===== config.mk =====
export PLATFORM = sky130hd
export DESIGN_NAME = rv_regfile_flat
export DESIGN_NICKNAME = d
export VERILOG_FILES = /design/src/common/rv_pkg.sv /design/src/common/rv_ctrl_if.sv /design/src/design/rv_regfile.sv /design/src/flat_wrapper.sv
export VERILOG_INCLUDE_DIRS = /design/src /design/src/common
export SDC_FILE = /design/constraint.sdc
export NUM_CORES = 2
export LEC_CHECK = 0
export BUFFER_PORTS_ARGS = -buffer_cell sky130_fd_sc_hd__buf_2
export CAP_MARGIN = 10
export CORE_ASPECT_RATIO = 1.75
export CORE_UTILIZATION = 50
export DETAILED_ROUTE_END_ITERATION = 8
export PLACE_DENSITY = 0.64
export SLEW_MARGIN = 40
export SYNTH_ARGS = -nofsm -noshare
export SYNTH_HDL_FRONTEND = slang
export SYNTH_SLANG_ARGS = --single-unit

===== constraint.sdc =====
create_clock -name clk -period 53.1 [get_ports clk]
set_input_delay 5.31 -clock clk [delete_from_list [all_inputs] [get_ports clk]]
set_output_delay 5.31 -clock clk [all_outputs]
set_load 0.01 [all_outputs]

===== src/common/rv_defs.svh =====
`ifndef RV_DEFS_SVH
`define RV_DEFS_SVH

// datapath and register file
`define RV_XLEN 32
`define RV_REG_AW 5
`define RV_NUM_REGS 32

// data memory, word index taken from address bits 9..2
`define RV_DMEM_WORDS 256
`define RV_DMEM_AW 8

`define RV_RESET_PC 32'h0000_0000

`endif


===== src/common/rv_pkg.sv =====
package rv_pkg;

  // rv32i major opcodes
  typedef enum logic [6:0] {
    opc_op     = 7'b0110011,
    opc_op_imm = 7'b0010011,
    opc_load   = 7'b0000011,
    opc_store  = 7'b0100011,
    opc_branch = 7'b1100011,
    opc_lui    = 7'b0110111,
    opc_auipc  = 7'b0010111,
    opc_jal    = 7'b1101111,
    opc_jalr   = 7'b1100111
  } opcode_e;

  typedef enum logic [3:0] {
    alu_add      = 4'd0,
    alu_sub      = 4'd1,
    alu_sll      = 4'd2,
    alu_srl      = 4'd3,
    alu_sra      = 4'd4,
    alu_and      = 4'd5,
    alu_or       = 4'd6,
    alu_xor      = 4'd7,
    alu_pass_imm = 4'd8  // lui
  } alu_op_e;

  typedef enum logic [2:0] {
    br_none = 3'd0,
    br_beq  = 3'd1,
    br_bne  = 3'd2,
    br_blt  = 3'd3,
    br_bge  = 3'd4,
    br_bltu = 3'd5,
    br_bgeu = 3'd6
  } branch_e;

  typedef enum logic [1:0] {
    wb_alu      = 2'd0,
    wb_mem      = 2'd1,
    wb_pc_plus4 = 2'd2
  } wb_sel_e;

  typedef enum logic [1:0] {
    jmp_none = 2'd0,
    jmp_jal  = 2'd1,  // pc relative
    jmp_jalr = 2'd2   // rs1 relative, bit 0 cleared
  } jump_e;

endpackage


===== src/common/rv_ctrl_if.sv =====
`timescale 1ns/1ps
`include "rv_defs.svh"

// decoded control and operand fields, valid every cycle
interface rv_ctrl_if;
  rv_pkg::alu_op_e alu_op;
  rv_pkg::branch_e branch;
  rv_pkg::jump_e   jump;
  rv_pkg::wb_sel_e wb_sel;
  logic            alu_src_imm;
  logic            auipc;
  logic            reg_we;
  logic            mem_re;
  logic            mem_we;
  logic            mem_byte;
  logic [`RV_XLEN-1:0]   imm;
  logic [`RV_REG_AW-1:0] rs1;
  logic [`RV_REG_AW-1:0] rs2;
  logic [`RV_REG_AW-1:0] rd;

  modport decode (
    output alu_op, branch, jump, wb_sel, alu_src_imm, auipc,
    output reg_we, mem_re, mem_we, mem_byte, imm, rs1, rs2, rd
  );

  modport datapath (
    input alu_op, branch, jump, wb_sel, alu_src_imm, auipc,
    input reg_we, mem_re, mem_we, mem_byte, imm, rs1, rs2, rd
  );
endinterface


===== src/design/rv_regfile.sv =====
`timescale 1ns/1ps
`include "rv_defs.svh"

module rv_regfile (
  input  logic                  clk,
  input  logic                  rst,
  rv_ctrl_if.datapath           ctrl,
  input  logic                  we,
  input  logic [`RV_XLEN-1:0]   wdata,
  input  logic [`RV_REG_AW-1:0] dbg_reg,
  output logic [`RV_XLEN-1:0]   rs1_data,
  output logic [`RV_XLEN-1:0]   rs2_data,
  output logic [`RV_XLEN-1:0]   dbg_data
);

  logic [`RV_XLEN-1:0] regs [`RV_NUM_REGS];

  // x0 is never written so it keeps its reset value
  always_ff @(posedge clk or posedge rst) begin
    if (rst) begin
      for (int i = 0; i < `RV_NUM_REGS; i++) begin
        regs[i] <= '0;
      end
    end else if (we && ctrl.rd != '0) begin
      regs[ctrl.rd] <= wdata;
    end
  end

  assign rs1_data = regs[ctrl.rs1];
  assign rs2_data = regs[ctrl.rs2];
  assign dbg_data = regs[dbg_reg];  // debug tap

endmodule


===== src/flat_wrapper.sv =====
// flat-port wrapper written by rule: the top's interface ports become plain ports
module rv_regfile_flat 
  (clk, rst, we, wdata, dbg_reg, rs1_data, rs2_data, dbg_data, ctrl_alu_op, ctrl_branch, ctrl_jump, ctrl_wb_sel, ctrl_alu_src_imm, ctrl_auipc, ctrl_reg_we, ctrl_mem_re, ctrl_mem_we, ctrl_mem_byte, ctrl_imm, ctrl_rs1, ctrl_rs2, ctrl_rd);
  rv_ctrl_if ctrl_i ();
  input  logic clk;
  input  logic rst;
  input  logic we;
  input  logic [`RV_XLEN-1:0] wdata;
  input  logic [`RV_REG_AW-1:0] dbg_reg;
  output logic [`RV_XLEN-1:0] rs1_data;
  output logic [`RV_XLEN-1:0] rs2_data;
  output logic [`RV_XLEN-1:0] dbg_data;
  input wire logic [$bits(ctrl_i.alu_op)-1:0] ctrl_alu_op;
  input wire logic [$bits(ctrl_i.branch)-1:0] ctrl_branch;
  input wire logic [$bits(ctrl_i.jump)-1:0] ctrl_jump;
  input wire logic [$bits(ctrl_i.wb_sel)-1:0] ctrl_wb_sel;
  input wire logic [$bits(ctrl_i.alu_src_imm)-1:0] ctrl_alu_src_imm;
  input wire logic [$bits(ctrl_i.auipc)-1:0] ctrl_auipc;
  input wire logic [$bits(ctrl_i.reg_we)-1:0] ctrl_reg_we;
  input wire logic [$bits(ctrl_i.mem_re)-1:0] ctrl_mem_re;
  input wire logic [$bits(ctrl_i.mem_we)-1:0] ctrl_mem_we;
  input wire logic [$bits(ctrl_i.mem_byte)-1:0] ctrl_mem_byte;
  input wire logic [$bits(ctrl_i.imm)-1:0] ctrl_imm;
  input wire logic [$bits(ctrl_i.rs1)-1:0] ctrl_rs1;
  input wire logic [$bits(ctrl_i.rs2)-1:0] ctrl_rs2;
  input wire logic [$bits(ctrl_i.rd)-1:0] ctrl_rd;
  assign ctrl_i.alu_op = ctrl_alu_op;
  assign ctrl_i.branch = ctrl_branch;
  assign ctrl_i.jump = ctrl_jump;
  assign ctrl_i.wb_sel = ctrl_wb_sel;
  assign ctrl_i.alu_src_imm = ctrl_alu_src_imm;
  assign ctrl_i.auipc = ctrl_auipc;
  assign ctrl_i.reg_we = ctrl_reg_we;
  assign ctrl_i.mem_re = ctrl_mem_re;
  assign ctrl_i.mem_we = ctrl_mem_we;
  assign ctrl_i.mem_byte = ctrl_mem_byte;
  assign ctrl_i.imm = ctrl_imm;
  assign ctrl_i.rs1 = ctrl_rs1;
  assign ctrl_i.rs2 = ctrl_rs2;
  assign ctrl_i.rd = ctrl_rd;
  rv_regfile u_core (.clk(clk), .rst(rst), .ctrl(ctrl_i), .we(we), .wdata(wdata), .dbg_reg(dbg_reg), .rs1_data(rs1_data), .rs2_data(rs2_data), .dbg_data(dbg_data));
endmodule

==> flow_summary.toml <==
[outcome]
status = "complete, but fails checks"
violations = "design-rule violations"

[drt]
met2_length_mm = 109
wl_met1_mm = 91.8
wl_mm = 236
viasPerCell = 6.87
vias = 50100
antenna_left = 0
post_drt_wl_per_cell_um = 32.3
remaining_drc_errors = 28
wl_met3_mm = 19.1
drtIter0Drc = 5298
top_layer = "met5"
drt_pass1_iterations = 8

[worst_setup_path]
crit_type = "in -> out"
endpoint_kind = "primary output"
crit_slowest_cell = "buf_4"
cpMostUsedCell = "buf_4"
worstPathRequired_ns = 47.79
reg2reg_slack_ns = 52.26
startpoint_type = "input port"
arrival_ns = 9.39
crit_fanout = 54
critical_path.cell_chain = "buf_8 -> buf_16 -> buf_6 -> buf_4 -> buf_4 -> mux2i_1 -> a22o_1 -> nor3_1 -> a31oi_1 -> nand3_1 -> buf_2"
cpPeakStageDelay_ns = 0.79

[place]
hpwlAfterDp_mm = 127
port_buffers = 150
place_congestion = 0.839

[sta]
rsz0062_at_grt = "false"
fin_hold_ws_ns = 0.426
slew_headroom_pct = 35.9
fin_crit_sh_pct = 27.7
period_minus_slack_ns = 14.70
fin_worst_skew_ns = 0
hold_viol = 0
setup_viol = 0
maxSlewViolCount = 0
worst_pin_slew_ns = 0.962
tns_ns = 0
fmax_mhz = 68.0

[floorplan]
die_w_um = 274
die_h_um = 478
io_pins = 200
die_area_um2 = 131000
core_area_um2 = 128000
fp-row-count = 174
start_util_pct = 50.4

[yosys]
synth_area_um2 = 64700
postSynthAreaPerCell_um2 = 11.2
seq_area_frac_synth_pct = 39.6
yosys.cell_types.count = 29
ys_seq_elements = 1024
synth_top_area_share_pct = 39.6
synth_top_area_cell = "dfrtp_1"
synth_nets = 5864
ys_warn_count = 0
synth.area.top_cells = "dfrtp_1 (40%), mux2i_1 (24%), mux2_2 (17%), a22oi_1 (3.3%), a22o_1 (2.6%)"
syn_inst = 5760

[power_and_ir_drop]
vdd_drop_max_mv = 0.0315
powerDensity_nw_per_um2 = 34.6
leakagePower_nw = 33.1

[hold_path]
hp-class = "reg -> reg"

[cells_and_area]
mostFrequentLayoutCells = "mux2i_1 (1536), dfrtp_1 (1024), mux2_2 (956)"
layout_commonest_cell = "mux2i_1"
final_layout_size_suffix_gt1_share_pct = 25.8
largest_reg_flops = 1024
nFillCells = 11200
largest-register = "u_core.regs"
syn_to_final_growth_pct = 8.40
finalNetCount = 5634
largestRegisters = "u_core.regs (1024)"

[clocking]
numCtsBuffers = 98
clock_path_buffers = 3
postCtsSetupBuffers = 0
htreeDepth = 3
cts_tree = "done"
postCtsResizedCells = 0
clock_latency_ns = 0.73
root_buffer = "clkbuf_16"
clk_pin_slew_worst_paths_ns = 0.06
cts_hold_buf = 0
clock_sinks = 1024

[grt]
first_global_vias = 50300
grt_pass1_wl_mm = 341
grt_start_max_net_pins = 155
grt_overflow_total = 0
track_usage_pct = 35.4
antenna_found_initial = 21

[job]
maxCapViolCount = 0
[synth_stat cells (all sizes together)]
cell    instances
a21oi         288
a22o          192
a22oi         288
a31oi          96
and2            3
and3            1
and3b           1
buf           328
clkbuf        271
dfrtp        1024
inv             1
mux2          992
mux2i        1536
nand2         307
nand2b          6
nand3         290
nand3b          4
nor2           20
nor2b           6
nor3           97
nor3b           4
or2             4
or3b            1
[layer usage]
| metal | track usage, % | vias to the layer above |
|---|---|---|
| li1 | - | 21000 |
| met1 | 44.5 | 25700 |
| met2 | 55.7 | 2570 |
| met3 | 7.32 | 795 |
| met4 | 21.2 | 22 |
| met5 | 0 | - |
[final timing paths]
check                                   endpoint        startpoint  cells past startpoint
worst max-delay path                dbg_data[25]        dbg_reg[1]                     11
worst min-delay path            u_core.regs[999]  u_core.regs[999]                      0
worst max register to register  u_core.regs[851]  u_core.regs[851]                      1
worst min register to register  u_core.regs[999]  u_core.regs[999]                      0
max in group asynchronous       u_core.regs[118]               rst                      7
min in group asynchronous       u_core.regs[193]               rst                      2
[stage by stage]
step,area (µm²),total power [W],setup WS (ns),instances,util [%]
floorplan,64700,0.00148,18.97,5760,-
global placement,65400,0.00162,38.09,7061,50.9
detailed placement,66500,0.00165,38.41,7096,51.7
CTS,69900,0.00242,38.40,7275,54.4
global route,70100,0.00252,38.31,7286,54.6
finish,70100,0.00242,38.40,7294,54.6
[power breakdown]
part / leakage, nW / internal [W] / switching, W / total, W
Clock: 1.71 / 0.000445 / 0.000326 / 0.000771
Combinational: 18.2 / 0.000285 / 0.000292 / 0.000576
Sequential: 13.1 / 0.000928 / 0.000149 / 0.00108
Total: 33.1 / 0.00166 / 0.000766 / 0.00242
[cell families after synthesis]
kind of cell	share of synthesized area, %
mux	41.0
flops	39.6
compound gates	9.10
simple gates	5.42
buf+inv	4.82
[worst max-delay path: cells and delay by family]
family / cells / cell delay (ns)
mux: 1 / 0.28
compound gates: 2 / 0.41
buf+inv: 6 / 3.03
simple gates: 2 / 0.22
[final cells by class]
type	instances	area [µm²]	area share (%)
flip-flops and latches	1024	25600	36.5
repair buffers	269	2620	3.74
inverters	1	11.3	0.0161
diodes	13	32.5	0.0464
clock inverters	28	430	0.614
well taps	1672	2090	2.98
clock buffers	151	3030	4.32
multi-input cells	4136	36300	51.7
Power figures use the tool's default switching activity.
