--- src/common/rv_defs.svh ---
`ifndef RV_DEFS_SVH
`define RV_DEFS_SVH

// datapath and register file
`define RV_XLEN 32
`define RV_REG_AW 5
`define RV_NUM_REGS 32

// data memory, word index taken from address bits 9..2
`define RV_DMEM_WORDS 256
`define RV_DMEM_AW 8

`define RV_RESET_PC 32'h0000_0000

`endif

--- src/common/rv_pkg.sv ---
package rv_pkg;

  // rv32i major opcodes
  typedef enum logic [6:0] {
    opc_op     = 7'b0110011,
    opc_op_imm = 7'b0010011,
    opc_load   = 7'b0000011,
    opc_store  = 7'b0100011,
    opc_branch = 7'b1100011,
    opc_lui    = 7'b0110111,
    opc_auipc  = 7'b0010111,
    opc_jal    = 7'b1101111,
    opc_jalr   = 7'b1100111
  } opcode_e;

  typedef enum logic [3:0] {
    alu_add      = 4'd0,
    alu_sub      = 4'd1,
    alu_sll      = 4'd2,
    alu_srl      = 4'd3,
    alu_sra      = 4'd4,
    alu_and      = 4'd5,
    alu_or       = 4'd6,
    alu_xor      = 4'd7,
    alu_pass_imm = 4'd8  // lui
  } alu_op_e;

  typedef enum logic [2:0] {
    br_none = 3'd0,
    br_beq  = 3'd1,
    br_bne  = 3'd2,
    br_blt  = 3'd3,
    br_bge  = 3'd4,
    br_bltu = 3'd5,
    br_bgeu = 3'd6
  } branch_e;

  typedef enum logic [1:0] {
    wb_alu      = 2'd0,
    wb_mem      = 2'd1,
    wb_pc_plus4 = 2'd2
  } wb_sel_e;

  typedef enum logic [1:0] {
    jmp_none = 2'd0,
    jmp_jal  = 2'd1,  // pc relative
    jmp_jalr = 2'd2   // rs1 relative, bit 0 cleared
  } jump_e;

endpackage

--- src/common/rv_ctrl_if.sv ---
`timescale 1ns/1ps
`include "rv_defs.svh"

// decoded control and operand fields, valid every cycle
interface rv_ctrl_if;
  rv_pkg::alu_op_e alu_op;
  rv_pkg::branch_e branch;
  rv_pkg::jump_e   jump;
  rv_pkg::wb_sel_e wb_sel;
  logic            alu_src_imm;
  logic            auipc;
  logic            reg_we;
  logic            mem_re;
  logic            mem_we;
  logic            mem_byte;
  logic [`RV_XLEN-1:0]   imm;
  logic [`RV_REG_AW-1:0] rs1;
  logic [`RV_REG_AW-1:0] rs2;
  logic [`RV_REG_AW-1:0] rd;

  modport decode (
    output alu_op, branch, jump, wb_sel, alu_src_imm, auipc,
    output reg_we, mem_re, mem_we, mem_byte, imm, rs1, rs2, rd
  );

  modport datapath (
    input alu_op, branch, jump, wb_sel, alu_src_imm, auipc,
    input reg_we, mem_re, mem_we, mem_byte, imm, rs1, rs2, rd
  );
endinterface

--- src/design/rv_fetch.sv ---
`timescale 1ns/1ps
`include "rv_defs.svh"

module rv_fetch (
  input  logic                clk,
  input  logic                rst,
  rv_ctrl_if.datapath         ctrl,
  input  logic                branch_taken,
  input  logic                stall,
  input  logic [`RV_XLEN-1:0] rs1_data,
  output logic [`RV_XLEN-1:0] pc,
  output logic [`RV_XLEN-1:0] pc_plus4
);

  logic [`RV_XLEN-1:0] pc_rel;
  logic [`RV_XLEN-1:0] pc_reg;
  logic [`RV_XLEN-1:0] pc_next;

  assign pc_plus4 = pc + 32'd4;
  assign pc_rel   = pc + ctrl.imm;
  assign pc_reg   = (rs1_data + ctrl.imm) & ~32'd1;  // jalr clears bit 0

  always_comb begin
    if (stall)
      pc_next = pc;  // memory wait state
    else if (ctrl.jump == rv_pkg::jmp_jal || branch_taken)
      pc_next = pc_rel;
    else if (ctrl.jump == rv_pkg::jmp_jalr)
      pc_next = pc_reg;
    else
      pc_next = pc_plus4;
  end

  always_ff @(posedge clk or posedge rst) begin
    if (rst)
      pc <= `RV_RESET_PC;
    else
      pc <= pc_next;
  end

endmodule

--- src/flat_wrapper.sv ---
// flat-port wrapper written by rule: the top's interface ports become plain ports
module rv_fetch_flat 
  (clk, rst, branch_taken, stall, rs1_data, pc, pc_plus4, ctrl_alu_op, ctrl_branch, ctrl_jump, ctrl_wb_sel, ctrl_alu_src_imm, ctrl_auipc, ctrl_reg_we, ctrl_mem_re, ctrl_mem_we, ctrl_mem_byte, ctrl_imm, ctrl_rs1, ctrl_rs2, ctrl_rd);
  rv_ctrl_if ctrl_i ();
  input  logic clk;
  input  logic rst;
  input  logic branch_taken;
  input  logic stall;
  input  logic [`RV_XLEN-1:0] rs1_data;
  output logic [`RV_XLEN-1:0] pc;
  output logic [`RV_XLEN-1:0] pc_plus4;
  input wire logic [$bits(ctrl_i.alu_op)-1:0] ctrl_alu_op;
  input wire logic [$bits(ctrl_i.branch)-1:0] ctrl_branch;
  input wire logic [$bits(ctrl_i.jump)-1:0] ctrl_jump;
  input wire logic [$bits(ctrl_i.wb_sel)-1:0] ctrl_wb_sel;
  input wire logic [$bits(ctrl_i.alu_src_imm)-1:0] ctrl_alu_src_imm;
  input wire logic [$bits(ctrl_i.auipc)-1:0] ctrl_auipc;
  input wire logic [$bits(ctrl_i.reg_we)-1:0] ctrl_reg_we;
  input wire logic [$bits(ctrl_i.mem_re)-1:0] ctrl_mem_re;
  input wire logic [$bits(ctrl_i.mem_we)-1:0] ctrl_mem_we;
  input wire logic [$bits(ctrl_i.mem_byte)-1:0] ctrl_mem_byte;
  input wire logic [$bits(ctrl_i.imm)-1:0] ctrl_imm;
  input wire logic [$bits(ctrl_i.rs1)-1:0] ctrl_rs1;
  input wire logic [$bits(ctrl_i.rs2)-1:0] ctrl_rs2;
  input wire logic [$bits(ctrl_i.rd)-1:0] ctrl_rd;
  assign ctrl_i.alu_op = ctrl_alu_op;
  assign ctrl_i.branch = ctrl_branch;
  assign ctrl_i.jump = ctrl_jump;
  assign ctrl_i.wb_sel = ctrl_wb_sel;
  assign ctrl_i.alu_src_imm = ctrl_alu_src_imm;
  assign ctrl_i.auipc = ctrl_auipc;
  assign ctrl_i.reg_we = ctrl_reg_we;
  assign ctrl_i.mem_re = ctrl_mem_re;
  assign ctrl_i.mem_we = ctrl_mem_we;
  assign ctrl_i.mem_byte = ctrl_mem_byte;
  assign ctrl_i.imm = ctrl_imm;
  assign ctrl_i.rs1 = ctrl_rs1;
  assign ctrl_i.rs2 = ctrl_rs2;
  assign ctrl_i.rd = ctrl_rd;
  rv_fetch u_core (.clk(clk), .rst(rst), .ctrl(ctrl_i), .branch_taken(branch_taken), .stall(stall), .rs1_data(rs1_data), .pc(pc), .pc_plus4(pc_plus4));
endmodule
--- config.mk ---
export PLATFORM = sky130hd
export DESIGN_NAME = rv_fetch_flat
export DESIGN_NICKNAME = d
export VERILOG_FILES = /design/src/common/rv_pkg.sv /design/src/common/rv_ctrl_if.sv /design/src/design/rv_fetch.sv /design/src/flat_wrapper.sv
export VERILOG_INCLUDE_DIRS = /design/src /design/src/common
export SDC_FILE = /design/constraint.sdc
export NUM_CORES = 1
export LEC_CHECK = 0
export BUFFER_PORTS_ARGS = -buffer_cell sky130_fd_sc_hd__buf_2
export CELL_PAD_IN_SITES_DETAIL_PLACEMENT = 1
export CELL_PAD_IN_SITES_GLOBAL_PLACEMENT = 1
export CORE_ASPECT_RATIO = 1.1
export CORE_MARGIN = 10
export CORE_UTILIZATION = 37
export CTS_BUF_LIST = sky130_fd_sc_hd__clkbuf_16
export DETAILED_ROUTE_END_ITERATION = 6
export GPL_ROUTABILITY_DRIVEN = 0
export GPL_TIMING_DRIVEN = 0
export PLACE_DENSITY = 0.81
export SYNTH_ARGS = -nofsm -noshare
export SYNTH_HDL_FRONTEND = slang
export SYNTH_SLANG_ARGS = --single-unit
--- constraint.sdc ---
create_clock -name clk -period 3.47 [get_ports clk]
set_input_delay 0.694 -clock clk [delete_from_list [all_inputs] [get_ports clk]]
set_output_delay 0.694 -clock clk [all_outputs]
set_load 0.1 [all_outputs]
==> results.cfg <==
[clock_network]
cts_root_buf = clkbuf_16
clock_path_buffers = 2
cts.sinks = 32
clock_latency_ps = 290
htree_levels = 2
cts_tree = yes
holdBufCountCts = 0
path_clk_slew_ps = 60
cts_buffers = 5

[floorplan]
io_pins = 164
die_y_um = 147
start_util = 0.376
fp.dieW_um = 135
rows = 46
fp.coreArea_um2 = 14400
die_area_um2 = 19900

[power]
powerDensity_nw_per_um2 = 1100
leakagePower_nw = 3.11
vdd_drop_max_v = 0.000826
power.total_mw = 7.57

[timing]
report.final.slew_viol_count = 0
finalHoldViolations = 0
fin_crit_sh = 0.987
period_needed_ps = 3420
worst_slack_ps = 45.0
setup-tns-final_ps = 0
hold_slack_ps = 549
relSlewSlack = 0.469
rsz0062_at_grt = false
skew_ps = 7.64
fmax_ghz = 0.292
worst_pin_slew_ps = 793
setup_viol = 0

[routing]
routed.top_layer = met4
viasPerCell = 5.89
totalWireLength_mm = 22.5
ant_nets = 0
wire_per_inst_um = 21.1
wl_met1_mm = 9.71
wl_met3_mm = 1.21
via_count = 6259
drc_errors = 0
drt_pre_antenna_iters = 4
drtIter0Drc = 382
dr_wl_met2_mm = 11.2

[global_routing]
grt_pass1_wl_mm = 34.9
grt.total_usage = 0.216
grt_pass1_vias = 6466
antenna_found_initial = 0
grt_overflow_total = 0
grt_max_degree = 33

[cells_and_area]
largest_reg_flops = 32
fin_area_um2 = 6890
drive_above_1_share = 0.249
fin_nets = 1033
postLayoutCoreUtil = 0.479
n_antenna_cell = 0
area_delta_synth_final_pct = 27.5
final_cells = 1062

[setup_path]
setup.worst_path.end = u_core.pc[29]
startpoint = ctrl_imm[4]
slowest_stage = or4_4
cp_data_required_time_ps = 3600
rrSetupSlack_ps = 80
reg2reg_from = u_core.pc[4]
critical_path_arrival_ps = 3550
crit_chain = buf_2 > ha_2 > nand2_2 > o31a_1 > or4_4 > a211o_1 > a211oi_4 > a21oi_1 > xnor2_1 > a221oi_1 > o311ai_0
crit_fanout = 4
setup.worst_path.class = input pin to register
cpPeakStageDelay_ps = 530
rr_worst_depth = 10
r2r-end = u_core.pc[29]
end_kind = register
startpoint_type = input pin

[synth]
async_flop_share = 1.00
ys_seq_elements = 32
netlist-cell-type-count = 71
synth_edf_count = 0
postSynthCellCount = 724
syn-num-nets = 888
syn_area_um2 = 5410
synth_flop_cell = dfrtp_1
ys_warn_count = 0
postSynthAreaPerCell_um2 = 7.47
ys_seq_area_frac = 0.148

[placement]
post_dp_cell_area_um2 = 6590
pre_cts_slack_ps = -523
portBuffers = 132
numPlacedInstances = 1048
dp_hpwl_mm = 18.2

[run_status]
status = finished, final reports clean

[worst_hold_path]
worstHoldPathType = input pin to asynchronous set/reset pin

[job]
max_cap_violations = 0
[Yosys cell counts, types with 7 or more instances]
master     n  area share
a21o_1    24       0.033
clkbuf_1  19       0.013
a21oi_1   69       0.064
inv_1     23       0.016
o21a_1     7      0.0097
nor3_1    19       0.018
nand2_1   70       0.049
nor2_1    75       0.052
a31oi_1    8      0.0093
a211oi_1  16       0.022
dfrtp_1   32        0.15
nand3_1   22       0.020
nand4_1   11       0.013
xor2_1    35       0.057
o211ai_1  11       0.015
o21ai_0   45       0.042
nor2b_1    9       0.010
and3_1     7      0.0081
xnor2_1   43       0.070
ha_1      62        0.14
[kinds of logic (layout without fill, tap and decap cells)]
group                    Yosys count  in the layout  synth area share
adder cells (fa/ha/maj)           64             64             0.151
multiplexers                       8              8            0.0153
AND/OR/NAND/NOR                  245            245             0.211
XOR/XNOR                          78             78             0.126
AO/OA/AOI/OAI                    251            251             0.315
buffers and inverters             46            192            0.0333
flip-flops                        32             32             0.148
[how the worst min path moves through the flow]
stage          slack, ps    startpoint      endpoint
2_1_floorplan        810           rst  u_core.pc[0]
3_3_place_gp         550  u_core.pc[0]  u_core.pc[0]
3_5_place_dp         570  u_core.pc[9]  u_core.pc[9]
4_1_cts              580           rst  u_core.pc[1]
5_1_grt              600  u_core.pc[7]  u_core.pc[7]
6_report             550           rst  u_core.pc[1]
[critical path, delay by kind of cell]
kind                     cells  cell delay [ps]
buffers and inverters        1              120
AND/OR/NAND/NOR              2              620
XOR/XNOR                     1              140
AO/OA/AOI/OAI                6             1590
adder cells (fa/ha/maj)      1              380
[routing by layer]
metal	up-vias	global-route usage
met5	-	0
li1	2992	-
met3	25	0.0484
met4	0	0.0463
met1	3076	0.265
met2	166	0.372
[layout make-up]
cell class / count / area [um2]
multi-input combinational: 646 / 4770
buffer: 22 / 90.1
fill: 1876 / 7500
tap: 192 / 240
timing repair buffer: 138 / 723
inverter: 24 / 90.1
clock buffer: 5 / 125
clock inverter: 3 / 38.8
sequential: 32 / 818
[cell usage in the layout (no fill, tap or decap), drive strengths merged, types with 4 or more instances in the layout]
master	netlist	routed
or3	5	5
a31oi	9	9
a21o	24	24
a211oi	17	17
inv	23	24
nor3	19	19
o311ai	4	4
buf	3	139
o211ai	11	11
a221oi	6	6
and4	4	4
nand3	22	22
xnor2	43	43
clkbuf	19	26
and2	4	4
or2	5	5
a211o	6	6
o21bai	7	7
nor2	75	75
xor2	35	35
nand4	11	11
nand2	71	71
o21ai	47	47
a221o	5	5
ha	62	62
a21oi	70	70
o21a	7	7
a2111oi	5	5
o31ai	5	5
and3	7	7
nor2b	9	9
mux2i	6	6
dfrtp	32	32
a22oi	4	4
[what timing repair did]
item / 4_1_cts / 5_1_grt
setup endpoints to repair: 18 / 18
resized for setup: 13 / 9
pin swaps: 2 / 4
buffers inserted: 2 / 4
[power breakdown]
part / switching, mW / total [mW] / leakage, nW / internal, mW
combinational: 4.53 / 6.06 / 2.66 / 1.53
clock: 0.186 / 0.522 / 0.0850 / 0.335
sequential: 0.428 / 0.991 / 0.363 / 0.562
total: 5.14 / 7.57 / 3.11 / 2.43
(Power assumes the default switching activity.)
