--- src/common/rv_defs.svh ---
`ifndef RV_DEFS_SVH
`define RV_DEFS_SVH

// datapath and register file
`define RV_XLEN 32
`define RV_REG_AW 5
`define RV_NUM_REGS 32

// data memory, word index taken from address bits 9..2
`define RV_DMEM_WORDS 256
`define RV_DMEM_AW 8

`define RV_RESET_PC 32'h0000_0000

`endif

--- src/common/rv_pkg.sv ---
package rv_pkg;

  // rv32i major opcodes
  typedef enum logic [6:0] {
    opc_op     = 7'b0110011,
    opc_op_imm = 7'b0010011,
    opc_load   = 7'b0000011,
    opc_store  = 7'b0100011,
    opc_branch = 7'b1100011,
    opc_lui    = 7'b0110111,
    opc_auipc  = 7'b0010111,
    opc_jal    = 7'b1101111,
    opc_jalr   = 7'b1100111
  } opcode_e;

  typedef enum logic [3:0] {
    alu_add      = 4'd0,
    alu_sub      = 4'd1,
    alu_sll      = 4'd2,
    alu_srl      = 4'd3,
    alu_sra      = 4'd4,
    alu_and      = 4'd5,
    alu_or       = 4'd6,
    alu_xor      = 4'd7,
    alu_pass_imm = 4'd8  // lui
  } alu_op_e;

  typedef enum logic [2:0] {
    br_none = 3'd0,
    br_beq  = 3'd1,
    br_bne  = 3'd2,
    br_blt  = 3'd3,
    br_bge  = 3'd4,
    br_bltu = 3'd5,
    br_bgeu = 3'd6
  } branch_e;

  typedef enum logic [1:0] {
    wb_alu      = 2'd0,
    wb_mem      = 2'd1,
    wb_pc_plus4 = 2'd2
  } wb_sel_e;

  typedef enum logic [1:0] {
    jmp_none = 2'd0,
    jmp_jal  = 2'd1,  // pc relative
    jmp_jalr = 2'd2   // rs1 relative, bit 0 cleared
  } jump_e;

endpackage

--- src/common/rv_ctrl_if.sv ---
`timescale 1ns/1ps
`include "rv_defs.svh"

// decoded control and operand fields, valid every cycle
interface rv_ctrl_if;
  rv_pkg::alu_op_e alu_op;
  rv_pkg::branch_e branch;
  rv_pkg::jump_e   jump;
  rv_pkg::wb_sel_e wb_sel;
  logic            alu_src_imm;
  logic            auipc;
  logic            reg_we;
  logic            mem_re;
  logic            mem_we;
  logic            mem_byte;
  logic [`RV_XLEN-1:0]   imm;
  logic [`RV_REG_AW-1:0] rs1;
  logic [`RV_REG_AW-1:0] rs2;
  logic [`RV_REG_AW-1:0] rd;

  modport decode (
    output alu_op, branch, jump, wb_sel, alu_src_imm, auipc,
    output reg_we, mem_re, mem_we, mem_byte, imm, rs1, rs2, rd
  );

  modport datapath (
    input alu_op, branch, jump, wb_sel, alu_src_imm, auipc,
    input reg_we, mem_re, mem_we, mem_byte, imm, rs1, rs2, rd
  );
endinterface

--- src/decode/rv_decode.sv ---
`timescale 1ns/1ps
`include "rv_defs.svh"

module rv_decode (
  input  logic [31:0] inst,
  rv_ctrl_if.decode   ctrl
);

  rv_pkg::opcode_e opcode;
  logic [2:0]      funct3;
  logic [6:0]      funct7;
  logic            is_reg;
  logic            f7_zero;
  logic            f7_alt;
  logic            arith_ok;
  rv_pkg::alu_op_e arith_op;

  assign opcode  = rv_pkg::opcode_e'(inst[6:0]);
  assign funct3  = inst[14:12];
  assign funct7  = inst[31:25];
  assign is_reg  = (opcode == rv_pkg::opc_op);
  assign f7_zero = (funct7 == 7'b0000000);
  assign f7_alt  = (funct7 == 7'b0100000);

  assign ctrl.rs1 = inst[19:15];
  assign ctrl.rs2 = inst[24:20];
  assign ctrl.rd  = inst[11:7];

  // funct3/funct7 to alu op, shared by register and immediate forms
  always_comb begin
    arith_ok = 1'b1;
    arith_op = rv_pkg::alu_add;
    case (funct3)
      3'b000: begin
        if (is_reg && f7_alt) arith_op = rv_pkg::alu_sub;
        arith_ok = !is_reg || f7_zero || f7_alt;
      end
      3'b001: begin
        arith_op = rv_pkg::alu_sll;
        arith_ok = f7_zero;
      end
      3'b100: begin
        arith_op = rv_pkg::alu_xor;
        arith_ok = !is_reg || f7_zero;
      end
      3'b101: begin
        if (f7_alt) arith_op = rv_pkg::alu_sra;
        else arith_op = rv_pkg::alu_srl;
        arith_ok = f7_zero || f7_alt;
      end
      3'b110: begin
        arith_op = rv_pkg::alu_or;
        arith_ok = !is_reg || f7_zero;
      end
      3'b111: begin
        arith_op = rv_pkg::alu_and;
        arith_ok = !is_reg || f7_zero;
      end
      default: arith_ok = 1'b0;  // slt/sltu family, not supported
    endcase
  end

  always_comb begin
    ctrl.alu_op      = rv_pkg::alu_add;
    ctrl.branch      = rv_pkg::br_none;
    ctrl.jump        = rv_pkg::jmp_none;
    ctrl.wb_sel      = rv_pkg::wb_alu;
    ctrl.alu_src_imm = 1'b0;
    ctrl.auipc       = 1'b0;
    ctrl.reg_we      = 1'b0;
    ctrl.mem_re      = 1'b0;
    ctrl.mem_we      = 1'b0;
    ctrl.mem_byte    = 1'b0;
    case (opcode)
      rv_pkg::opc_op: begin
        if (arith_ok) begin
          ctrl.alu_op = arith_op;
          ctrl.reg_we = 1'b1;
        end
      end
      rv_pkg::opc_op_imm: begin
        if (arith_ok) begin
          ctrl.alu_op      = arith_op;
          ctrl.alu_src_imm = 1'b1;
          ctrl.reg_we      = 1'b1;
        end
      end
      rv_pkg::opc_load: begin
        if (funct3 == 3'b000 || funct3 == 3'b010) begin  // lb, lw
          ctrl.alu_src_imm = 1'b1;
          ctrl.reg_we      = 1'b1;
          ctrl.mem_re      = 1'b1;
          ctrl.wb_sel      = rv_pkg::wb_mem;
          ctrl.mem_byte    = (funct3 == 3'b000);
        end
      end
      rv_pkg::opc_store: begin
        if (funct3 == 3'b000 || funct3 == 3'b010) begin  // sb, sw
          ctrl.alu_src_imm = 1'b1;
          ctrl.mem_we      = 1'b1;
          ctrl.mem_byte    = (funct3 == 3'b000);
        end
      end
      rv_pkg::opc_branch: begin
        ctrl.alu_op = rv_pkg::alu_sub;
        case (funct3)
          3'b000:  ctrl.branch = rv_pkg::br_beq;
          3'b001:  ctrl.branch = rv_pkg::br_bne;
          3'b100:  ctrl.branch = rv_pkg::br_blt;
          3'b101:  ctrl.branch = rv_pkg::br_bge;
          3'b110:  ctrl.branch = rv_pkg::br_bltu;
          3'b111:  ctrl.branch = rv_pkg::br_bgeu;
          default: ctrl.branch = rv_pkg::br_none;
        endcase
      end
      rv_pkg::opc_lui: begin
        ctrl.alu_op      = rv_pkg::alu_pass_imm;
        ctrl.alu_src_imm = 1'b1;
        ctrl.reg_we      = 1'b1;
      end
      rv_pkg::opc_auipc: begin
        ctrl.auipc       = 1'b1;
        ctrl.alu_src_imm = 1'b1;
        ctrl.reg_we      = 1'b1;
      end
      rv_pkg::opc_jal: begin
        ctrl.jump   = rv_pkg::jmp_jal;
        ctrl.wb_sel = rv_pkg::wb_pc_plus4;
        ctrl.reg_we = 1'b1;
      end
      rv_pkg::opc_jalr: begin
        if (funct3 == 3'b000) begin
          ctrl.jump   = rv_pkg::jmp_jalr;
          ctrl.wb_sel = rv_pkg::wb_pc_plus4;
          ctrl.reg_we = 1'b1;
        end
      end
      default: ;  // no-op
    endcase
  end

  // immediate by format
  always_comb begin
    case (opcode)
      rv_pkg::opc_op_imm, rv_pkg::opc_load, rv_pkg::opc_jalr:
        ctrl.imm = {{20{inst[31]}}, inst[31:20]};
      rv_pkg::opc_store:
        ctrl.imm = {{20{inst[31]}}, inst[31:25], inst[11:7]};
      rv_pkg::opc_branch:
        ctrl.imm = {{20{inst[31]}}, inst[7], inst[30:25], inst[11:8], 1'b0};
      rv_pkg::opc_lui, rv_pkg::opc_auipc:
        ctrl.imm = {inst[31:12], 12'd0};
      rv_pkg::opc_jal:
        ctrl.imm = {{12{inst[31]}}, inst[19:12], inst[20], inst[30:21], 1'b0};
      default:
        ctrl.imm = '0;
    endcase
  end

endmodule

--- src/flat_wrapper.sv ---
// flat-port wrapper written by rule: the top's interface ports become plain ports
module rv_decode_flat 
  (inst, ctrl_alu_op, ctrl_branch, ctrl_jump, ctrl_wb_sel, ctrl_alu_src_imm, ctrl_auipc, ctrl_reg_we, ctrl_mem_re, ctrl_mem_we, ctrl_mem_byte, ctrl_imm, ctrl_rs1, ctrl_rs2, ctrl_rd);
  rv_ctrl_if ctrl_i ();
  input  logic [31:0] inst;
  output wire logic [$bits(ctrl_i.alu_op)-1:0] ctrl_alu_op;
  output wire logic [$bits(ctrl_i.branch)-1:0] ctrl_branch;
  output wire logic [$bits(ctrl_i.jump)-1:0] ctrl_jump;
  output wire logic [$bits(ctrl_i.wb_sel)-1:0] ctrl_wb_sel;
  output wire logic [$bits(ctrl_i.alu_src_imm)-1:0] ctrl_alu_src_imm;
  output wire logic [$bits(ctrl_i.auipc)-1:0] ctrl_auipc;
  output wire logic [$bits(ctrl_i.reg_we)-1:0] ctrl_reg_we;
  output wire logic [$bits(ctrl_i.mem_re)-1:0] ctrl_mem_re;
  output wire logic [$bits(ctrl_i.mem_we)-1:0] ctrl_mem_we;
  output wire logic [$bits(ctrl_i.mem_byte)-1:0] ctrl_mem_byte;
  output wire logic [$bits(ctrl_i.imm)-1:0] ctrl_imm;
  output wire logic [$bits(ctrl_i.rs1)-1:0] ctrl_rs1;
  output wire logic [$bits(ctrl_i.rs2)-1:0] ctrl_rs2;
  output wire logic [$bits(ctrl_i.rd)-1:0] ctrl_rd;
  assign ctrl_alu_op = ctrl_i.alu_op;
  assign ctrl_branch = ctrl_i.branch;
  assign ctrl_jump = ctrl_i.jump;
  assign ctrl_wb_sel = ctrl_i.wb_sel;
  assign ctrl_alu_src_imm = ctrl_i.alu_src_imm;
  assign ctrl_auipc = ctrl_i.auipc;
  assign ctrl_reg_we = ctrl_i.reg_we;
  assign ctrl_mem_re = ctrl_i.mem_re;
  assign ctrl_mem_we = ctrl_i.mem_we;
  assign ctrl_mem_byte = ctrl_i.mem_byte;
  assign ctrl_imm = ctrl_i.imm;
  assign ctrl_rs1 = ctrl_i.rs1;
  assign ctrl_rs2 = ctrl_i.rs2;
  assign ctrl_rd = ctrl_i.rd;
  rv_decode u_core (.inst(inst), .ctrl(ctrl_i));
endmodule
--- config.mk ---
export PLATFORM = sky130hd
export DESIGN_NAME = rv_decode_flat
export DESIGN_NICKNAME = d
export VERILOG_FILES = /design/src/common/rv_pkg.sv /design/src/common/rv_ctrl_if.sv /design/src/decode/rv_decode.sv /design/src/flat_wrapper.sv
export VERILOG_INCLUDE_DIRS = /design/src /design/src/common
export SDC_FILE = /design/constraint.sdc
export NUM_CORES = 1
export LEC_CHECK = 0
export ABC_AREA = 1
export BUFFER_PORTS_ARGS = -buffer_cell sky130_fd_sc_hd__clkbuf_2
export CAP_MARGIN = 25
export CORE_MARGIN = 2
export CORE_UTILIZATION = 39
export DETAILED_ROUTE_END_ITERATION = 8
export GPL_TIMING_DRIVEN = 0
export PLACE_DENSITY = 0.84
export SYNTH_ARGS = -nofsm -noshare
export SYNTH_HDL_FRONTEND = slang
export SYNTH_SLANG_ARGS = --single-unit
--- constraint.sdc ---
create_clock -name vclk -period 1.75
set_input_delay 0.2625 -clock vclk [all_inputs]
set_output_delay 0.2625 -clock vclk [all_outputs]
set_load 0.01 [all_outputs]
==> results of run 1 <==
-- per-layer routing --
layer	GRT usage	share of wire	up-vias
li1	-	-	878
met2	0.4048	0.50	91
met3	0.01366	0.089	8
met4	0.01667	0.013	0
met5	0	0	-
met1	0.2783	0.39	793
-- cell families after synthesis --
family                 Yosys count
and+or+nand+nor                117
buffers and inverters           49
AOI/OAI and AO/OA               46
-- synth_stat cells --
| library cell | instances |
|---|---|
| inv_2 | 3 |
| nand2_2 | 4 |
| o21ai_0 | 18 |
| a21oi_4 | 1 |
| buf_4 | 15 |
| and2_1 | 1 |
| o21ai_1 | 1 |
| nand3_1 | 5 |
| clkbuf_1 | 3 |
| o21bai_1 | 6 |
| a21oi_1 | 17 |
| nor3_1 | 3 |
| buf_2 | 3 |
| nor2_4 | 2 |
| a21boi_0 | 1 |
| buf_6 | 1 |
| nor2_1 | 40 |
| inv_1 | 24 |
| nor3_2 | 2 |
| nand4_1 | 2 |
| nand2_1 | 58 |
| o22ai_1 | 2 |
-- power by group through the flow --
stage | clock network (µW) | registers [µW] | logic, µW
after floorplan | 0 | 0 | 126
after global placement | 0 | 0 | 217
after detailed placement | 0 | 0 | 219
after CTS | 0 | 0 | 224
after global routing | 0 | 0 | 299
final | 0 | 0 | 273
-- how the worst min path moves through the flow --
stage          startpoint          end  slack (ns)  depth (start not counted)
2_1_floorplan     inst[5]   ctrl_auipc        0.57                          1
3_3_place_gp     inst[24]  ctrl_rs2[4]        0.81                          3
3_5_place_dp     inst[21]  ctrl_rs2[1]        0.82                          3
4_1_cts          inst[21]  ctrl_rs2[1]        0.82                          3
5_1_grt          inst[23]  ctrl_rs2[3]        0.82                          3
6_report         inst[19]  ctrl_rs1[4]        0.81                          3
-- stage by stage --
| stage | std cells | utilization | power [µW] | hold slack [ns] |
|---|---|---|---|---|
| floorplan | 212 | - | 126.3 | 0.5725 |
| global placement | 337 | 0.6193 | 216.7 | 0.8144 |
| detailed placement | 337 | 0.6193 | 219.3 | 0.8152 |
| CTS | 340 | 0.6386 | 223.6 | 0.8156 |
| global route | 351 | 0.7528 | 299.0 | 0.8237 |
| finish | 351 | 0.7528 | 273.1 | 0.8145 |
-- critical path, stage by stage --
cell	delay [ns]
buf_4	0.14
nand2_4	0.07
nor2_4	0.16
buf_6	0.15
nand2_2	0.15
o21ai_0	0.25
o21bai_1	0.14
clkbuf_2	0.15
-- area by class of cell --
cell class                 count  area, µm²
timing repair buffer         109      638.1
inverter                      27      113.9
multi-input combinational    163      893.4
tap                           30      37.54
buffer                        22      165.2
fill                         202      606.8
-- repair_timing --
action / 4_1_cts / 5_1_grt
setup buffers: 3 / 8
resized for setup: 9 / 86
pin swaps: 3 / 15
endpoints found under the hold margin: 0 / 0
endpoints found under the setup margin: 27 / 37
cloned: 0 / 3
==> results by group, run 1 <==
Drt
  • DR iter-0 viols: 70
  • Number of antenna-violating nets in the routed design: 0
  • Post-DR vias/cell: 5.043
  • Drt first pass iters: 4
  • DR vias: 1,770
  • Routed wire length: 4.420 mm
  • Drt wl/cell: 12.59 µm
  • Drt drc: 0

Clock network
  • Hold Buf Count CTS: 0

Timing
  • Total negative slack: -0.003834 ns
  • Setup-failing EPs final: 2
  • Final Slew Violations: 0
  • F_max: 0.5706 GHz
  • Hold Fails Final Rpt: 0
  • Final worst slack: -0.002553 ns
  • Shortest period the worst path allows: 1.753 ns
  • Slew at the pin with the worst max-slew slack: 0.4247 ns
  • Final period util: 1.001
  • RSZ-0062 raised after global routing: yes
  • Slew HR: 0.7158

Outcome
  • Failing checks: negative setup slack
  • Outcome: finished with violations

Logic synthesis
  • Cells after synthesis: 212
  • Sequential fraction of the synthesis area: 0
  • XOR/XNOR Fraction of Synth Area: 0
  • Synthesis Warnings: 0
  • Netlist cell types: 22
  • Post-Synth Adder-Cell Area: 0
  • Syn Nets: 244
  • Avg Cell Area, Syn: 4.751 µm²
  • Multiplexer share of the synthesized area: 0
  • Synth top area cells: nand2_1 22%, nor2_1 15%, buf_4 11%, o21ai_0 8.9%, inv_1 8.9%
  • Post-synth top area share: 0.2161
  • Post-Synth Simple-Gate Area: 0.4907
  • Fraction of the mapped netlist area in compound gates: 0.2596
  • Cell area after synthesis: 0.001007 mm²
  • Largest family of logic cells by synthesized area: simple AND/OR/NAND/NOR gates
  • Area leader, netlist: nand2_1

GRT
  • Congestion Overflow GR: 0
  • First-pass GRT wire length: 5.092 mm
  • Vias in the first global route: 1,226
  • GRT Overall Usage: 0.2168
  • Largest net degree at the start of global routing: 11
  • Initial antenna violation count: 0

Power
  • Clock power frac: 0
  • Leakage: 0.001231 µW
  • Power per Cell Area: 147.8 mW/mm²
  • Part of the power in registers: 0
  • Combinational Power Share: 1.000
  • Pint: 121.7 µW
  • Worst vdd ir: 0.1085 mV
  • Sw Ratio: 0.5543
  • P_sw: 151.4 µW

Place
  • Worst slack, placed: -0.1158 ns
  • Detailed Place HPWL: 2.824 mm
  • Port buffer count: 95
  • RePlAce Congestion: 0.8421
  • DP Area: 0.001520 mm²

Setup path
  • Required time of the worst setup path: 1.49 ns
  • Setup crit end: ctrl_imm[2]
  • Startpoint Class: input port
  • Worst-path fanout max: 8
  • Critical Path AT: 1.49 ns
  • Setup crit start: inst[5]
  • Setup Crit Path Kind: in -> out
  • Worst Setup End Kind: output pin

Die
  • IO Pins: 96
  • Standard-cell rows: 18
  • Core region area: 0.002455 mm²
  • Initial Util: 0.4103
  • Die area: 0.003005 mm²
  • Die width: 54.82 µm
  • Die H: 54.82 µm

Final layout
  • Seq_cells: 0
  • Share of layout cells above drive strength 1: 0.5171
  • Area Overhead vs Synth: 83.48%
  • Commonest non-fill, non-tap cells in the layout: 76 x clkbuf_2, 50 x nand2_1, 35 x nor2_1, 26 x buf_4, 22 x inv_1
  • Ant diodes: 0
  • Most common cell after layout, fill and taps aside: clkbuf_2
  • Register area: 0 µm²
  • Fin nets: 355
  • Post-route cell area: 0.001848 mm²
  • CLK BUF: 0

Run
  • Max cap viols: 0

Min path
  • Worst min path class: in -> out
No activity file was read; power rests on OpenSTA's default activity.
==> run 2: changes to the inputs <==
--- a/config.mk
+++ b/config.mk
@@ -10,10 +10,10 @@
 export BUFFER_PORTS_ARGS = -buffer_cell sky130_fd_sc_hd__clkbuf_2
 export CAP_MARGIN = 25
 export CORE_MARGIN = 2
-export CORE_UTILIZATION = 39
+export CORE_UTILIZATION = 35
 export DETAILED_ROUTE_END_ITERATION = 8
 export GPL_TIMING_DRIVEN = 0
-export PLACE_DENSITY = 0.84
+export PLACE_DENSITY = 0.8
 export SYNTH_ARGS = -nofsm -noshare
 export SYNTH_HDL_FRONTEND = slang
 export SYNTH_SLANG_ARGS = --single-unit
==> constraint.sdc (replaced) <==
create_clock -name vclk -period 1.6
set_input_delay 0.24 -clock vclk [all_inputs]
set_output_delay 0.24 -clock vclk [all_outputs]
set_load 0.01 [all_outputs]
==> run 2 against run 1 <==
  * The flow still finishes with violations (negative setup slack)
  * Critical path type unchanged
  * Total power is 20% higher
  * Die area is 11% higher
  * Hold slack worse by 0.047 ns
==> results by group, run 2 (synthesized netlist as in run 1, its figures left out) <==
Min path
  • Worst min path class: in -> out

Timing
  • F_max: 0.5543 GHz
  • Setup-failing EPs final: 36
  • Shortest period the worst path allows: 1.804 ns
  • Slew at the pin with the worst max-slew slack: 0.2899 ns
  • Slew HR: 0.8060
  • Total negative slack: -3.891 ns
  • Final period util: 1.128
  • Hold Fails Final Rpt: 0
  • Final Slew Violations: 0
  • RSZ-0062 raised after global routing: yes
  • Final worst slack: -0.2041 ns

Place
  • Port buffer count: 95
  • Detailed Place HPWL: 2.922 mm
  • RePlAce Congestion: 0.8606
  • Worst slack, placed: -0.2622 ns

GRT
  • Largest net degree at the start of global routing: 11
  • Congestion Overflow GR: 0
  • Initial antenna violation count: 0
  • First-pass GRT wire length: 7.231 mm
  • Vias in the first global route: 1,623
  • GRT Overall Usage: 0.2635

Setup path
  • Bufs and invs on worst path: 5
  • Setup Crit Path Kind: in -> out
  • CP most frequent cell: nor2_4
  • Slowest stage delay, CP: 0.19 ns
  • Crit-path cells: clkbuf_16, clkinv_8, nand2_4, nor2_4, buf_4, nand3_2, nand2_2, nor2_4, buf_6, o21bai_1, buf_2
  • Crit path max-delay family: buffers and inverters
  • Worst-path fanout max: 5
  • Worst Setup End Kind: output pin
  • Critical Path AT: 1.56 ns
  • Critical Path Slowest Stage Cell: o21bai_1
  • Required time of the worst setup path: 1.36 ns
  • Startpoint Class: input port

Run
  • Max cap viols: 0

Final layout
  • Seq_cells: 0
  • Most common cell after layout, fill and taps aside: clkbuf_2
  • Share of layout cells above drive strength 1: 0.5663
  • Fin nets: 366
  • Number of fill cells: 239
  • Area Overhead vs Synth: 98.88%
  • Ant diodes: 0
  • Multi-input gate area: 929.6 µm²
  • Commonest non-fill, non-tap cells in the layout: 62 x clkbuf_2, 47 x nand2_1, 36 x buf_4, 31 x nor2_1, 29 x buf_2
  • CLK BUF: 0
  • Register area: 0 µm²

Clock network
  • Hold Buf Count CTS: 0

Drt
  • DR iter-0 viols: 119
  • WL met3: 400 µm
  • Post-DR vias/cell: 5.105
  • Drt drc: 0
  • Met2 wire length: 2.531 mm
  • Drt wl/cell: 13.44 µm
  • Number of antenna-violating nets in the routed design: 0
  • Routed wire length: 4.877 mm
  • DR vias: 1,853
  • WL met1: 1.883 mm
  • Drt first pass iters: 4
  • Top Metal Used: met4

Power
  • Leakage: 0.001334 µW
  • Worst vdd ir: 0.1801 mV
  • Power per Cell Area: 164.0 mW/mm²

Die
  • Standard-cell rows: 19
  • Die width: 57.65 µm
  • Initial Util: 0.3684
  • Die H: 57.65 µm
  • Die area: 0.003323 mm²
  • Core region area: 0.002734 mm²
  • IO Pins: 96

Outcome
  • Outcome: finished with violations
  • Failing checks: negative setup slack
[run 2: changes by cell type in the layout (fill, tap and decap cells not counted), sizes merged]
| cell | before | now |
|---|---|---|
| inv | 27 | 26 |
| clkbuf | 76 | 66 |
| clkinv | 0 | 1 |
| buf | 55 | 76 |
[run 2: worst paths after layout]
| path | slack [ns] | depth (start not counted) | to | from |
|---|---|---|---|---|
| setup / recovery | -0.20 | 11 | ctrl_imm[4] | inst[2] |
| hold / removal | 0.77 | 3 | ctrl_rs2[1] | inst[21] |
[run 2: area by class of cell]
type | count | share of cell area
Timing Repair Buffer | 120 | 0.3741
Inverter | 27 | 0.05934
Tap cell | 31 | 0.01936
Buffer | 22 | 0.08307
Multi-Input combinational cell | 163 | 0.4641
[run 2: what timing repair did]
action	4_1_cts	5_1_grt
hold endpoints to repair	0	0
pin swaps	22	8
endpoints found under the setup margin	35	40
buffers inserted	17	6
gates cloned	2	0
gates resized for setup	53	66
[run 2: report_power, final]
group          total [µW]  switching, µW  leakage, µW  internal, µW
clock network           0              0            0             0
registers               0              0            0             0
logic                 329            179      0.00133           150
total                 329            179      0.00133           150
[run 2: through the flow]
stage          area (µm²)    util  instances  hold slack, ns  power [µW]
2_1_floorplan        1007       -        212          0.5275       138.1
3_3_place_gp         1521  0.5565        338          0.7699       238.8
3_5_place_dp         1521  0.5565        338          0.7703       242.0
4_1_cts              1878  0.6870        357          0.7703       295.3
5_1_grt              2003  0.7327        363          0.7794       354.9
6_report             2003  0.7327        363          0.7680       328.6
[run 2: routing by layer]
| metal | vias to the layer above | GRT usage |
|---|---|---|
| met3 | 6 | 0.01563 |
| li1 | 903 | - |
| met2 | 100 | 0.4968 |
| met1 | 844 | 0.3256 |
| met5 | - | 0 |
| met4 | 0 | 0.05980 |
==> run 3: changes to the inputs <==
--- a/config.mk
+++ b/config.mk
@@ -10,10 +10,10 @@
 export BUFFER_PORTS_ARGS = -buffer_cell sky130_fd_sc_hd__clkbuf_2
 export CAP_MARGIN = 25
 export CORE_MARGIN = 2
-export CORE_UTILIZATION = 35
+export CORE_UTILIZATION = 39
 export DETAILED_ROUTE_END_ITERATION = 8
 export GPL_TIMING_DRIVEN = 0
-export PLACE_DENSITY = 0.8
+export PLACE_DENSITY = 0.84
 export SYNTH_ARGS = -nofsm -noshare
 export SYNTH_HDL_FRONTEND = slang
 export SYNTH_SLANG_ARGS = --single-unit
==> constraint.sdc (replaced) <==
create_clock -name vclk -period 1.9
set_input_delay 0.285 -clock vclk [all_inputs]
set_output_delay 0.285 -clock vclk [all_outputs]
set_load 0.01 [all_outputs]
==> run 3 against run 2 <==
  * The flow now finishes without violations
  * Combinational power down 37%
  * Via count down 12%
  * Sequential share of layout area unchanged
  * Global-route usage down 5.6 points
  * First-iteration DRC count down 66%
  * Critical path depth down 1
  * Count of clock-buffer cells in the layout unchanged
  * Non-clock buffer count down 24
  * Critical endpoint is now ctrl_imm[22]
  * Largest cell class unchanged
==> results by group, run 3 (synthesized netlist as in run 1, its figures left out) <==
Outcome
  • Outcome: completed

Drt
  • Routed wire length: 3.426 mm
  • Drt drc: 0
  • DR vias: 1,622
  • Drt wl/cell: 10.14 µm
  • Post-DR vias/cell: 4.799
  • Drt first pass iters: 4
  • Number of antenna-violating nets in the routed design: 0
  • DR iter-0 viols: 41

Setup path
  • Startpoint Class: input port
  • Critical Path Slowest Stage Cell: a21oi_4
  • Required time of the worst setup path: 1.62 ns
  • Setup Crit Path Kind: in -> out
  • Critical Path AT: 1.57 ns
  • Setup crit start: inst[3]
  • Slowest stage delay, CP: 0.24 ns
  • Worst Setup End Kind: output pin
  • Crit-path cells: clkbuf_2, inv_2, nand2_2, nor2_4, nand2_1, a21oi_4, buf_6, nor2_1, nand2_1, clkbuf_2
  • Worst-path fanout max: 10

Run
  • Max cap viols: 0

Die
  • Core region area: 0.002455 mm²
  • IO Pins: 96
  • Die width: 54.82 µm
  • Initial Util: 0.4103
  • Die area: 0.003005 mm²
  • Standard-cell rows: 18
  • Die H: 54.82 µm

Power
  • Power per Cell Area: 131.6 mW/mm²
  • Tot Pwr: 207.5 µW
  • Leakage: 0.001087 µW
  • Worst vdd ir: 0.08140 mV

GRT
  • Initial antenna violation count: 0
  • First-pass GRT wire length: 4.878 mm
  • Congestion Overflow GR: 0
  • GRT Overall Usage: 0.2072
  • Vias in the first global route: 1,178
  • Largest net degree at the start of global routing: 11

Timing
  • Slew at the pin with the worst max-slew slack: 0.4184 ns
  • RSZ-0062 raised after global routing: yes
  • Shortest period the worst path allows: 1.859 ns
  • Worst hold slack: 0.8588 ns
  • Final period util: 0.9784
  • F_max: 0.5379 GHz
  • Hold Fails Final Rpt: 0
  • Final Slew Violations: 0
  • Setup-failing EPs final: 0
  • Slew HR: 0.7200

Min path
  • Worst min path class: in -> out
  • Hold Path Origin: inst[21]

Final layout
  • Final Non-Filler Cells: 338
  • Most common cell after layout, fill and taps aside: clkbuf_2
  • Area Overhead vs Synth: 56.52%
  • Ant diodes: 0
  • Multi-input gate area: 787.0 µm²
  • Fin nets: 342
  • Register area: 0 µm²
  • Seq_cells: 0
  • CLK BUF: 0
  • Commonest non-fill, non-tap cells in the layout: 94 x clkbuf_2, 54 x nand2_1, 39 x nor2_1, 24 x inv_1, 18 x o21ai_0
  • Number of fill cells: 272
  • Share of layout cells above drive strength 1: 0.4481

Place
  • Port buffer count: 95
  • RePlAce Congestion: 0.8421
  • Detailed Place HPWL: 2.824 mm
  • Dpl cells: 337

Clock network
  • Hold Buf Count CTS: 0
[run 3: worst max-delay path, delay by kind of cell]
| kind | cells | cell delay, ns |
|---|---|---|
| AO/OA/AOI/OAI | 1 | 0.24 |
| AND/OR/NAND/NOR | 5 | 0.58 |
| buffers and inverters | 4 | 0.47 |
[run 3: layer usage]
| metal | vias to the layer above | wire (µm) | GRT usage |
|---|---|---|---|
| met3 | 2 | 278 | 0.01366 |
| met5 | - | 0 | 0 |
| met2 | 66 | 1726 | 0.3790 |
| li1 | 848 | - | - |
| met1 | 706 | 1399 | 0.2751 |
| met4 | 0 | 21 | 0.008333 |
[run 3: power by group]
| group | total (µW) | internal [µW] | switching (µW) | leakage, µW |
|---|---|---|---|---|
| sequential | 0 | 0 | 0 | 0 |
| clock | 0 | 0 | 0 | 0 |
| combinational | 208 | 91.1 | 116 | 0.00109 |
| total | 208 | 91.1 | 116 | 0.00109 |
[run 3: timing repair]
item | 4_1_cts | 5_1_grt
pin swaps | 0 | 2
cloned | 0 | 0
setup buffers | 0 | 1
gates resized for setup | 1 | 17
endpoints found under the setup margin | 1 | 22
[run 3: area by class of cell]
| class | instances | share of cell area |
|---|---|---|
| Inverter | 27 | 0.06429 |
| Timing Repair Buffer | 96 | 0.3143 |
| Multi-Input combinational cell | 163 | 0.4992 |
| Buffer | 22 | 0.09841 |
| Tap cell | 30 | 0.02381 |
[run 3: path summary, 6_finish.rpt]
| path | cells after the start | end |
|---|---|---|
| setup / recovery | 10 | ctrl_imm[22] |
| hold / removal | 3 | ctrl_rs2[1] |
[run 3: per-stage QoR]
step                cell area, µm²  TNS (ns)  utilization  worst slack, ns
finish                        1577         0       0.6422          0.04103
detailed placement            1520  -0.01075       0.6193         -0.01075
CTS                           1523         0       0.6203         0.006336
global route                  1577   -0.5759       0.6422         -0.07089
global placement              1520         0       0.6193          0.01988
floorplan                     1007         0            -           0.3746
